<file path="src/design/sample_pkg.sv">
package sample_pkg;

    ////////////////////////////////
    // Sample side
    ////////////////////////////////

    // One waveform sample, also used for the amplitude setting.
    typedef logic [7:0] sample_t;

    // Level match flags for the current sample.
    typedef struct packed {
        logic at_high; // Within tolerance of amplitude.
        logic at_low;  // Within tolerance of 256 - amplitude.
    } level_flags_t;

endpackage

</file>
<file path="src/design/result_pkg.sv">
package result_pkg;

    ////////////////////////////////
    // Count side
    ////////////////////////////////

    // Field width of the count record, the top sets the used width at or below it.
    localparam int CNT_W_MAX = 12;

    typedef struct packed {
        logic [CNT_W_MAX-1:0] high_cnt;  // Samples in the high phase.
        logic [CNT_W_MAX-1:0] total_cnt; // Samples in the whole period.
    } count_rec_t;

    ////////////////////////////////
    // Percentage side
    ////////////////////////////////

    typedef logic [6:0] pct_t; // 0 to 100.

    typedef struct packed {
        pct_t duty;
        logic valid;
    } duty_rec_t;

endpackage

</file>
<file path="src/design/level_classifier.sv">
`timescale 1ns/1ps

module level_classifier #(
    parameter int TOLERANCE = 4
) (
    input  logic                     clk,
    input  logic                     rst_n,
    input  sample_pkg::sample_t      wave_in,
    input  sample_pkg::sample_t      amplitude,
    output sample_pkg::level_flags_t flags
);
    import sample_pkg::*;

    sample_t    amp_q;
    logic [8:0] wave_w;
    logic [8:0] high_lvl;
    logic [8:0] low_lvl;
    logic [8:0] diff_high;
    logic [8:0] diff_low;

    // Amplitude is sampled once per clock.
    always_ff @(posedge clk) begin
        if (!rst_n) begin
            amp_q <= '0;
        end else begin
            amp_q <= amplitude;
        end
    end

    // Nine bits so neither level nor difference can wrap.
    assign wave_w   = {1'b0, wave_in};
    assign high_lvl = {1'b0, amp_q};
    assign low_lvl  = 9'd256 - {1'b0, amp_q};

    assign diff_high = (wave_w >= high_lvl) ? wave_w - high_lvl : high_lvl - wave_w;
    assign diff_low  = (wave_w >= low_lvl) ? wave_w - low_lvl : low_lvl - wave_w;

    assign flags.at_high = (diff_high <= 9'(TOLERANCE));
    assign flags.at_low  = (diff_low <= 9'(TOLERANCE));

endmodule

</file>
<file path="src/design/cycle_counter.sv">
`timescale 1ns/1ps

module cycle_counter #(
    parameter int CNT_WIDTH = 10
) (
    input  logic                     clk,
    input  logic                     rst_n,
    input  sample_pkg::level_flags_t flags,
    output result_pkg::count_rec_t   counts,
    output logic                     count_done
);
    import result_pkg::*;

    typedef enum logic [1:0] {
        ST_ARM,
        ST_WAIT_HIGH,
        ST_HIGH,
        ST_LOW
    } state_t;

    localparam logic [CNT_WIDTH-1:0] CNT_MAX = '1;

    state_t               state;
    state_t               state_nx;
    logic [CNT_WIDTH-1:0] high_cnt;
    logic [CNT_WIDTH-1:0] total_cnt;
    logic                 total_full;
    logic                 start;
    logic                 period_end;
    logic                 add_high;
    logic                 add_total;

    assign total_full = (total_cnt == CNT_MAX);

    //////////////////////////////
    // Period FSM
    //////////////////////////////

    always_comb begin
        state_nx   = state;
        start      = 1'b0;
        period_end = 1'b0;
        add_high   = 1'b0;
        add_total  = 1'b0;
        case (state)
            ST_ARM: begin
                if (flags.at_low) state_nx = ST_WAIT_HIGH;
            end
            ST_WAIT_HIGH: begin
                if (flags.at_high) begin
                    state_nx = ST_HIGH;
                    start    = 1'b1;
                end
            end
            ST_HIGH: begin
                if (total_full) begin
                    state_nx = ST_ARM; // Too long, drop and re-arm.
                end else begin
                    add_total = 1'b1;
                    if (flags.at_low) state_nx = ST_LOW;
                    else add_high = 1'b1; // In-between samples extend the high phase.
                end
            end
            default: begin // ST_LOW
                if (flags.at_high) begin
                    state_nx   = ST_HIGH;
                    period_end = 1'b1; // This sample opens the next period.
                end else if (total_full) begin
                    state_nx = ST_ARM;
                end else begin
                    add_total = 1'b1;
                end
            end
        endcase
    end

    always_ff @(posedge clk) begin
        if (!rst_n) begin
            state      <= ST_ARM;
            count_done <= 1'b0;
        end else begin
            state      <= state_nx;
            count_done <= period_end;
        end
    end

    //////////////////////////////
    // Counters and record
    //////////////////////////////

    always_ff @(posedge clk) begin
        if (start || period_end) begin
            high_cnt  <= CNT_WIDTH'(1);
            total_cnt <= CNT_WIDTH'(1);
        end else begin
            if (add_high) high_cnt <= high_cnt + 1'b1;
            if (add_total) total_cnt <= total_cnt + 1'b1;
        end
        if (period_end) begin
            counts.high_cnt  <= CNT_W_MAX'(high_cnt);
            counts.total_cnt <= CNT_W_MAX'(total_cnt);
        end
    end

endmodule

</file>
<file path="src/design/duty_divider.sv">
`timescale 1ns/1ps

module duty_divider #(
    parameter int CNT_WIDTH = 10
) (
    input  logic                   clk,
    input  logic                   rst_n,
    input  result_pkg::count_rec_t counts,
    input  logic                   count_done,
    output result_pkg::pct_t       pct,
    output logic                   pct_done
);
    import result_pkg::*;

    // 100 times the largest count fits in seven more bits.
    localparam int DIV_W = CNT_WIDTH + 7;

    logic [DIV_W-1:0] rem;  // Running remainder.
    logic [DIV_W-1:0] den;  // Divisor aligned to the current quotient bit.
    pct_t             quo;
    logic [2:0]       step;
    logic             busy;
    logic             accept;
    logic             fits;

    assign accept = count_done && !busy; // Strobes while busy are dropped.
    assign fits   = (rem >= den);

    //////////////////////////////
    // Control
    //////////////////////////////

    always_ff @(posedge clk) begin
        if (!rst_n) begin
            busy     <= 1'b0;
            step     <= '0;
            pct_done <= 1'b0;
        end else begin
            pct_done <= 1'b0;
            if (accept) begin
                busy <= 1'b1;
                step <= '0;
            end else if (busy) begin
                if (step == 3'd6) begin
                    busy     <= 1'b0;
                    pct_done <= 1'b1; // Last quotient bit is in.
                end else begin
                    step <= step + 1'b1;
                end
            end
        end
    end

    //////////////////////////////
    // Restoring division
    //////////////////////////////

    always_ff @(posedge clk) begin
        if (accept) begin
            rem <= DIV_W'(counts.high_cnt[CNT_WIDTH-1:0]) * DIV_W'(100);
            den <= DIV_W'(counts.total_cnt[CNT_WIDTH-1:0]) << 6;
            quo <= '0;
        end else if (busy) begin
            if (fits) rem <= rem - den;
            den <= den >> 1;
            quo <= {quo[5:0], fits}; // Bit 6 first.
        end
    end

    assign pct = quo;

endmodule

</file>
<file path="src/design/result_confirm.sv">
`timescale 1ns/1ps

module result_confirm (
    input  logic                  clk,
    input  logic                  rst_n,
    input  result_pkg::pct_t      pct,
    input  logic                  pct_done,
    output result_pkg::duty_rec_t result
);
    import result_pkg::*;

    pct_t prev_pct;  // Last raw percentage.
    logic have_prev;
    logic agree;

    assign agree = have_prev && (pct == prev_pct);

    // Publish only when two periods in a row agree.
    always_ff @(posedge clk) begin
        if (!rst_n) begin
            result    <= '0;
            have_prev <= 1'b0;
        end else if (pct_done) begin
            have_prev <= 1'b1;
            if (agree) begin
                result.duty  <= pct;
                result.valid <= 1'b1; // Stays set until reset.
            end
        end
    end

    always_ff @(posedge clk) begin
        if (pct_done) prev_pct <= pct;
    end

endmodule

</file>
<file path="src/design/duty_meter_top.sv">
`timescale 1ns/1ps

module duty_meter_top #(
    parameter int TOLERANCE = 4,
    parameter int CNT_WIDTH = 10
) (
    input  logic                clk,
    input  logic                rst_n,
    input  sample_pkg::sample_t wave_in,
    input  sample_pkg::sample_t amplitude,
    output result_pkg::pct_t    duty,
    output logic                duty_valid
);
    import sample_pkg::*;
    import result_pkg::*;

    level_flags_t flags;
    count_rec_t   counts;
    logic         count_done;
    pct_t         pct;
    logic         pct_done;
    duty_rec_t    result;

    level_classifier #(
        .TOLERANCE (TOLERANCE)
    ) u_classifier (
        .clk       (clk),
        .rst_n     (rst_n),
        .wave_in   (wave_in),
        .amplitude (amplitude),
        .flags     (flags)
    );

    cycle_counter #(
        .CNT_WIDTH (CNT_WIDTH)
    ) u_counter (
        .clk        (clk),
        .rst_n      (rst_n),
        .flags      (flags),
        .counts     (counts),
        .count_done (count_done)
    );

    duty_divider #(
        .CNT_WIDTH (CNT_WIDTH)
    ) u_divider (
        .clk        (clk),
        .rst_n      (rst_n),
        .counts     (counts),
        .count_done (count_done),
        .pct        (pct),
        .pct_done   (pct_done)
    );

    result_confirm u_confirm (
        .clk      (clk),
        .rst_n    (rst_n),
        .pct      (pct),
        .pct_done (pct_done),
        .result   (result)
    );

    assign duty       = result.duty;
    assign duty_valid = result.valid;

endmodule

</file>
<file path="config.mk">
export PLATFORM = sky130hd
export DESIGN_NAME = duty_meter_top
export DESIGN_NICKNAME = d
export VERILOG_FILES = /design/src/design/sample_pkg.sv /design/src/design/result_pkg.sv /design/src/design/level_classifier.sv /design/src/design/cycle_counter.sv /design/src/design/duty_divider.sv /design/src/design/result_confirm.sv /design/src/design/duty_meter_top.sv
export SDC_FILE = /design/constraint.sdc
export NUM_CORES = 1
export LEC_CHECK = 0
export BUFFER_PORTS_ARGS = -buffer_cell sky130_fd_sc_hd__buf_4
export CAP_MARGIN = 0
export CORE_ASPECT_RATIO = 1.5
export CORE_UTILIZATION = 60
export CTS_CLUSTER_DIAMETER = 60
export DETAILED_ROUTE_END_ITERATION = 6
export GPL_ROUTABILITY_DRIVEN = 0
export MAX_ROUTING_LAYER = met4
export PLACE_DENSITY = 0.77
export SLEW_MARGIN = 20
export SYNTH_ARGS = -nofsm -noshare
export SYNTH_HDL_FRONTEND = slang
export SYNTH_HIERARCHICAL = 1
export SYNTH_SLANG_ARGS = --single-unit
</file>
<file path="constraint.sdc">
create_clock -name clk -period 4.7 [get_ports clk]
set_input_delay 0 -clock clk [delete_from_list [all_inputs] [get_ports clk]]
set_output_delay 0 -clock clk [all_outputs]
set_load 0.01 [all_outputs]
</file>
Word-level counts from Yosys, hierarchy flattened
Index checks and enable logic that the tools add are counted.
- register bits after elaboration: 112
- $lt $le $gt $ge: 5
- bitwise logic cells: 3
- eq/ne operators: 8
- reductions and logical operators: 17
- multipliers: 1
- $add $sub $neg: 9
- mux-type cells: 27
- operators with widths (kind ; number):
    two-way mux 17 bit ; 3
    two-way mux 16 bit ; 2
    adder 10 x 1 -> 10 bit (second input constant) ; 2
    less-or-equal comparator 9 x 3 -> 1 bit (second input constant) ; 2
    two-way mux 9 bit ; 2
    subtractor 8 x 8 -> 9 bit ; 2
    greater-or-equal comparator 17 x 16 -> 1 bit ; 1
    subtractor 17 x 16 -> 17 bit ; 1
    multiplier 10 x 5 -> 15 bit (second input constant) ; 1
    two-way mux 1 bit ; 12
    two-way mux 2 bit ; 6
    equality test 10 bit (second input constant) ; 1
    greater-or-equal comparator 8 x 9 -> 1 bit ; 1
    subtractor 8 x 9 -> 9 bit ; 1
    subtractor 9 x 8 -> 9 bit ; 1
    subtractor 9 x 8 -> 9 bit (first input constant) ; 1
    greater-or-equal comparator 8 bit ; 1
    AND reduction 2 bit ; 4
    equality test 7 bit ; 1
    case mux 2 bit (3 select lines) ; 1
    OR reduction 3 bit ; 2
    inequality test 2 bit (second input constant) ; 2
    AND reduction 4 bit ; 1
    nonzero test 2 bit ; 2
    other kinds (13) ; 17

Depth between registers and ports, before layout
Gate-level depths: netlist (run 1).
- depth in word-level cells: 7
- mapped depth: 19
- depth with buffers taken out: 18

By module
Netlist (run 1), hierarchy kept.
- by module, submodules not included (module ; cells each ; area an instance (um^2) ; times used ; sequential area each (um^2)):
    duty_divider ; 409 ; 3682.3 ; 1 ; 1151.1
    level_classifier ; 238 ; 1819.2 ; 1 ; 160.2
    cycle_counter ; 140 ; 1709.1 ; 1 ; 1061.0
    result_confirm ; 53 ; 634.4 ; 1 ; 390.4

Worst setup path after synthesis (run 1)
No wires, ideal clock.
- path kind: register -> register
- start: register u_classifier.amp_q[1]
- end: register u_counter.high_cnt[5]
- cell stages (with the launch flop): 19
- slack: 0.480 ns
- arrival time: 4.149 ns
- clock period less this slack: 4.220 ns
- required time: 4.628 ns
- cell sequence: dfxtp_1 > inv_1 > ha_1 > or4b_4 > and2_2 > ha_1 > clkbuf_1 > and4_1 > a221o_1 > nand2_1 > o31a_1 > mux2_1 > or4_4 > nor4b_4 > nor2_1 > o311a_1 > buf_6 > nand4_1 > mux2i_1
- RTL lines (what ; line ; source):
    start: declaration ; level_classifier.sv:14 ; sample_t amp_q;
    start signal: assignment ; level_classifier.sv:26 ; amp_q <= amplitude;
    end signal: assignment ; cycle_counter.sv:96 ; if (add_high) high_cnt <= high_cnt + 1'b1;
    end: declaration ; cycle_counter.sv:25 ; logic [CNT_WIDTH-1:0] high_cnt;

==> flow_summary.ini, run 1 <==
[outcome]
status = finished, final reports clean

[global_route]
grt_overflow = 0
grt_pass1_wl_mm = 27.4
grt_pass1_vias = 5975
grt.total_usage = 0.264
antenna_found_initial = 0
grt_max_degree = 30

[power]
intPower_mw = 1.61
p_seq_frac = 0.476
irDropWorstVdd_mv = 0.197
switchingPower_mw = 0.641
power.density_mw_per_mm2 = 266
switching_share = 0.285
power_frac_comb = 0.191
p_leak_nw = 3.58
p_clk_frac = 0.333

[floorplan]
die_w_um = 95.2
fp-row-count = 50
core_area_mm2 = 0.0126
fp.dieH_um = 142
die_area_mm2 = 0.0135
io_pins = 26
start_util = 0.621

[drt]
final_antenna_net_count = 0
wl_per_cell_um = 16.2
drt_iter0_markers = 372
vias = 6174
drc_errors = 0
drt-total-wl_mm = 16.5
drt-pass1-iter-count = 5
vias_per_cell = 6.09

[setup_path]
rr_startpoint = u_classifier/amp_q[1]
crit_buf_inv = 1
cp-end-kind = flop
max_stage_delay_ns = 0.49
crit_required_ns = 4.97
crit_type = flop to flop
reg2reg_depth = 17
worstPathArrival_ns = 4.68
path_delay_family = simple AND/OR/NAND/NOR gates
critPathSlowestCell = or4b_4
start_kind = flop
path_max_fanout = 10
path_cells = inv_2 -> ha_2 -> or4b_4 -> nor2_1 -> xnor2_1 -> ha_2 -> a21o_1 -> a221o_1 -> nand2_2 -> o31a_1 -> mux2_1 -> or4_4 -> nor4b_4 -> nor2_2 -> o311a_4 -> nand4_1 -> mux2i_1
r2r_setup_slack_ns = 0.29
cp_common_cell = ha_2
r2r-end = u_counter/high_cnt[5]

[clock_network]
cts-root-buf = clkbuf_16
htreeDepth = 3
clk_pin_slew_worst_paths_ns = 0.08
cts_buffers = 9
cts.path.max_buffers = 2
clock_latency_ns = 0.34
cts_tree = done
cts_sinks = 112

[synth]
syn-num-nets = 947
yosys_warnings = 6
avgSynthCellArea_um2 = 9.35
syn_inst = 835
syn-cell-area_mm2 = 0.00781

[worst_hold_path]
hp-start = rst_n
hold_class = input port to flop
hold_depth = 2
holdPathEnd = u_confirm/have_prev

[timing]
slew_viol_final = 0
finalCritPeriodShare = 0.938
worstMarginPinSlew_ns = 0.844
maxSlewHeadroom = 0.436
rsz0062_at_grt = no
timing.fmax_mhz = 227
tns_ns = 0
period_minus_slack_ns = 4.41
hold_violations = 0
setup_viol = 0
clock-skew-final_ns = 0.0117

[placement]
place_hpwl_mm = 12.9
portBuffers = 25
place_area_mm2 = 0.00805

[final_layout]
n_fill_cell = 989
diodes = 0
nets = 964
syn2layout_area_growth_pct = 8.28
stdcell_area_mm2 = 0.00846
drive_gt1_frac = 0.105
final_util = 0.673

[flow_run]
maxCapViolations = 0
registers in the layout (all words and copies together), names as in the netlist:
signal                flops
u_counter/state           2
u_divider/busy            1
u_counter/count_done      1
u_confirm/prev_pct        7
u_classifier/amp_q        8
u_divider/den            16
u_divider/pct_done        1
u_counter/total_cnt      10
u_divider/pct             7
u_counter/counts         20
u_confirm/have_prev       1
u_confirm/result          8
u_divider/step            3
u_divider/rem            17
u_counter/high_cnt       10
worst reg2reg max path: stages, from the launching register on:
cell and delay [ns]:
dfxtp_1 0.37, inv_2 0.11, ha_2 0.20, or4b_4 0.49, nor2_1 0.13, xnor2_1 0.17, ha_2 0.36, a21o_1 0.19
a221o_1 0.39, nand2_2 0.12, o31a_1 0.23, mux2_1 0.33, or4_4 0.43, nor4b_4 0.24, nor2_2 0.10, o311a_4 0.17
nand4_1 0.12, mux2i_1 0.19
layout make-up:
type                       count  area, um^2  share of cell area
tap                          156         195              0.0231
clock buffer                   9         225              0.0266
multi-input combinational    618        4630               0.547
inverter                      75         282              0.0333
clock inverter                 7        76.3             0.00902
sequential                   112        2760               0.327
timing repair buffer          36         290              0.0343
cells in the final DEF (no fill, tap or decap), drive strengths merged, types with 10 or more instances in the layout:
master and count:
ha 86, a211oi 10, edfxtp 52, and3 12, xor2 18, xnor2 25, nand3 14, nor2 41
o21ai 59, dfxtp 60, and2 14, nor3 15, inv 78, a21o 15, mux2i 18, nand2 96
a21oi 44, o31ai 13, buf 28
what timing repair did:
item / CTS / global route
hold buffers: 8 / 0
setup endpoints to repair: 0 / 11
gates resized for setup: 0 / 6
hold endpoints to repair: 8 / 0
buffers inserted: 0 / 1
routing by layer:
metal  vias to the layer above  wire length, um  GRT usage
li1                       3044                -          -
met1                      2937             6890      0.310
met2                       153             8440      0.446
met3                        40              563     0.0338
met4                         0              570      0.111
met5                         -                0          -
power by group through the flow:
| stage | clock (mW) | combinational [mW] | sequential [mW] |
|---|---|---|---|
| 6_report | 0.749 | 0.429 | 1.07 |
| 5_1_grt | 0.805 | 0.472 | 1.07 |
| 4_1_cts | 0.766 | 0.418 | 1.07 |
| 3_5_place_dp | 0 | 0.409 | 1.09 |
| 3_3_place_gp | 0 | 0.390 | 1.09 |
| 2_1_floorplan | 0 | 0.317 | 1.08 |
per-stage QoR:
stage	hold slack, ns	power [mW]	setup slack, ns	std cells
3_5_place_dp	0.205	1.50	0.130	988
2_1_floorplan	0.122	1.40	0.480	835
4_1_cts	0.0360	2.25	0.0815	1012
6_report	0.0423	2.25	0.290	1013
5_1_grt	0.0405	2.35	0.0381	1013
3_3_place_gp	0.202	1.48	0.323	988
how the worst max path moves through the flow:
stage                                      from                    end  slack [ns]  cells after the start
after global routing      u_classifier/amp_q[1]  u_counter/high_cnt[5]        0.04                     17
after global placement    u_classifier/amp_q[1]  u_counter/high_cnt[5]        0.32                     17
after detailed placement  u_classifier/amp_q[1]  u_counter/high_cnt[5]        0.13                     17
after floorplan           u_classifier/amp_q[1]  u_counter/high_cnt[5]        0.48                     18
final                     u_classifier/amp_q[1]  u_counter/high_cnt[5]        0.29                     17
after CTS                 u_classifier/amp_q[1]  u_counter/high_cnt[5]        0.08                     17
Power figures use the tool's default switching activity.
==> run 2, diff against run 1 <==
--- a/config.mk
+++ b/config.mk
@@ -8,13 +8,13 @@
 export BUFFER_PORTS_ARGS = -buffer_cell sky130_fd_sc_hd__buf_4
 export CAP_MARGIN = 0
 export CORE_ASPECT_RATIO = 1.5
-export CORE_UTILIZATION = 60
+export CORE_UTILIZATION = 44
 export CTS_CLUSTER_DIAMETER = 60
 export DETAILED_ROUTE_END_ITERATION = 6
 export GPL_ROUTABILITY_DRIVEN = 0
 export MAX_ROUTING_LAYER = met4
-export PLACE_DENSITY = 0.77
-export SLEW_MARGIN = 20
+export PLACE_DENSITY = 0.6
+export SLEW_MARGIN = 30
 export SYNTH_ARGS = -nofsm -noshare
 export SYNTH_HDL_FRONTEND = slang
 export SYNTH_HIERARCHICAL = 1
==> constraint.sdc (replaced) <==
create_clock -name clk -period 5.7 [get_ports clk]
set_input_delay 0 -clock clk [delete_from_list [all_inputs] [get_ports clk]]
set_output_delay 0 -clock clk [all_outputs]
set_load 0.01 [all_outputs]
==> flow_summary.ini, run 2 (same netlist as run 1, synthesis figures left out) <==
[outcome]
status = finished, final reports clean

[clock_network]
cts_sinks = 112
clock_latency_ns = 0.37
cts_buffers = 9
cts_tree = done
cts.path.max_buffers = 2
htreeDepth = 3
clk_pin_slew_worst_paths_ns = 0.09
cts-root-buf = clkbuf_16
post_cts_buffers = 0

[final_layout]
nets = 962
reg.largest.list = u_counter/counts (20), u_divider/rem (17), u_divider/den (16)
syn2layout_area_growth_pct = 9.05
largest_register = u_counter/counts
final_common_cell = nand2_1
n_fill_cell = 1657
largest_reg_flops = 20
diodes = 0
final_cell_mix = 95 x nand2_1, 86 x ha_1, 75 x inv_1
drive_gt1_frac = 0.0959

[drt]
drt-pass1-iter-count = 4
wl_per_cell_um = 15.9
drt-total-wl_mm = 17.0
vias_per_cell = 5.56
vias = 5939
final_antenna_net_count = 0
drt_iter0_markers = 277
drc_errors = 0

[worst_hold_path]
hp-start = rst_n
holdPathEnd = u_confirm/have_prev
hold_class = input port to flop
hold_depth = 2

[flow_run]
maxCapViolations = 0

[global_route]
grtUsageMet3 = 0.0204
grt_most_used_layer = met2
antenna_found_initial = 0
grt_use_met1 = 0.188
grt.total_usage = 0.194
gr-usage-met2 = 0.375
grt_max_degree = 30
grt_overflow = 0
grt_pass1_vias = 5835
grt_pass1_wl_mm = 27.4

[setup_path]
path_delay_family = simple AND/OR/NAND/NOR gates
rr_startpoint = u_classifier/amp_q[1]
max_stage_delay_ns = 0.49
crit_required_ns = 5.99
critPathSlowestCell = or4b_4
crit_type = flop to flop
start_kind = flop
r2r-end = u_counter/high_cnt[4]
reg2reg_depth = 17
crit_buf_inv = 1
worstPathArrival_ns = 4.91
cp-end-kind = flop
path_max_fanout = 10
path_cells = inv_1 -> ha_1 -> or4b_4 -> nor2_1 -> xnor2_1 -> ha_1 -> a21o_1 -> a221o_1 -> nand2_1 -> o31a_1 -> mux2_1 -> or4_4 -> nor4b_4 -> nor2_1 -> o311a_1 -> nand3_1 -> mux2i_1
r2r_setup_slack_ns = 1.08

[floorplan]
die_area_mm2 = 0.0183
fp.dieH_um = 165
core_area_mm2 = 0.0173
fp-row-count = 59
die_w_um = 111
io_pins = 26
start_util = 0.450

[power]
power.density_mw_per_mm2 = 223
p_leak_nw = 3.58
p_total_mw = 1.90
irDropWorstVdd_mv = 0.147

[timing]
worstMarginPinSlew_ns = 0.934
setup_viol = 0
rsz0062_at_grt = no
postLayoutSetupSlackWorst_ns = 1.08
finalCritPeriodShare = 0.810
period_minus_slack_ns = 4.62
clock-skew-final_ns = 0.0126
tns_ns = 0
timing.fmax_mhz = 217
hold_violations = 0
slew_viol_final = 0
maxSlewHeadroom = 0.377

[placement]
place_hpwl_mm = 13.5
portBuffers = 25
dp_slack_ns = 1.13
-- run 2: cell types whose count changed in the layout (fill, tap and decap cells not counted), moves of 2 or more --
cell	delta
inv_6	-2
ha_1	+2
clkinv_4	-2
clkinv_8	+2
buf_4	-2
ha_2	-2
-- run 2: report_power, final --
| group | switching, mW | total [mW] | internal, mW |
|---|---|---|---|
| Clock | 0.349 | 0.672 | 0.323 |
| Sequential | 0.0240 | 0.881 | 0.857 |
| Combinational | 0.191 | 0.344 | 0.153 |
-- run 2: how the worst max path moves through the flow --
stage / start / to / slack [ns] / cells after the start
finish: u_classifier/amp_q[1] / u_counter/high_cnt[4] / 1.08 / 17
global route: u_classifier/amp_q[1] / u_counter/high_cnt[4] / 0.78 / 17
CTS: u_classifier/amp_q[1] / u_counter/high_cnt[4] / 1.09 / 17
detailed placement: u_classifier/amp_q[1] / u_counter/high_cnt[4] / 1.13 / 17
global placement: u_classifier/amp_q[1] / u_counter/high_cnt[5] / 1.19 / 17
floorplan: u_classifier/amp_q[1] / u_counter/high_cnt[5] / 1.48 / 18
-- run 2: worst register-to-register path, stage by stage (launching register included) --
cell	delay [ns]
dfxtp_1	0.36
inv_1	0.14
ha_1	0.22
or4b_4	0.49
nor2_1	0.13
xnor2_1	0.15
ha_1	0.34
a21o_1	0.20
a221o_1	0.36
nand2_1	0.14
o31a_1	0.25
mux2_1	0.35
or4_4	0.43
nor4b_4	0.23
nor2_1	0.14
o311a_1	0.26
nand3_1	0.15
mux2i_1	0.19
-- run 2: layout make-up --
class | count | area, um^2 | area share
inverter | 75 | 282 | 0.0330
multi-input combinational | 618 | 4610 | 0.541
sequential | 112 | 2760 | 0.324
tap | 213 | 267 | 0.0313
clock inverter | 7 | 101 | 0.0119
clock buffer | 9 | 225 | 0.0264
timing repair buffer | 34 | 275 | 0.0323
-- run 2: what timing repair did --
| item | 4_1_cts | 5_1_grt |
|---|---|---|
| gates resized for setup | 0 | 0 |
| endpoints found under the hold margin | 8 | 0 |
| hold buffers | 8 | 0 |
-- run 2: layer usage --
layer  vias up  share of wire  routed length (um)
met1      2777           0.39                6630
met4         0          0.043                 722
met2        84           0.55                9280
met5         -              0                   0
met3        42          0.019                 324
li1       3036              -                   -
-- run 2: stage by stage --
step	instances	area [um^2]	util	hold WS, ns
6_report	1068	8520	0.491	0.0251
5_1_grt	1068	8520	0.491	0.0298
4_1_cts	1068	8520	0.491	0.0183
3_5_place_dp	1044	8110	0.468	0.214
3_3_place_gp	1044	8110	0.468	0.209
2_1_floorplan	835	7810	-	0.122
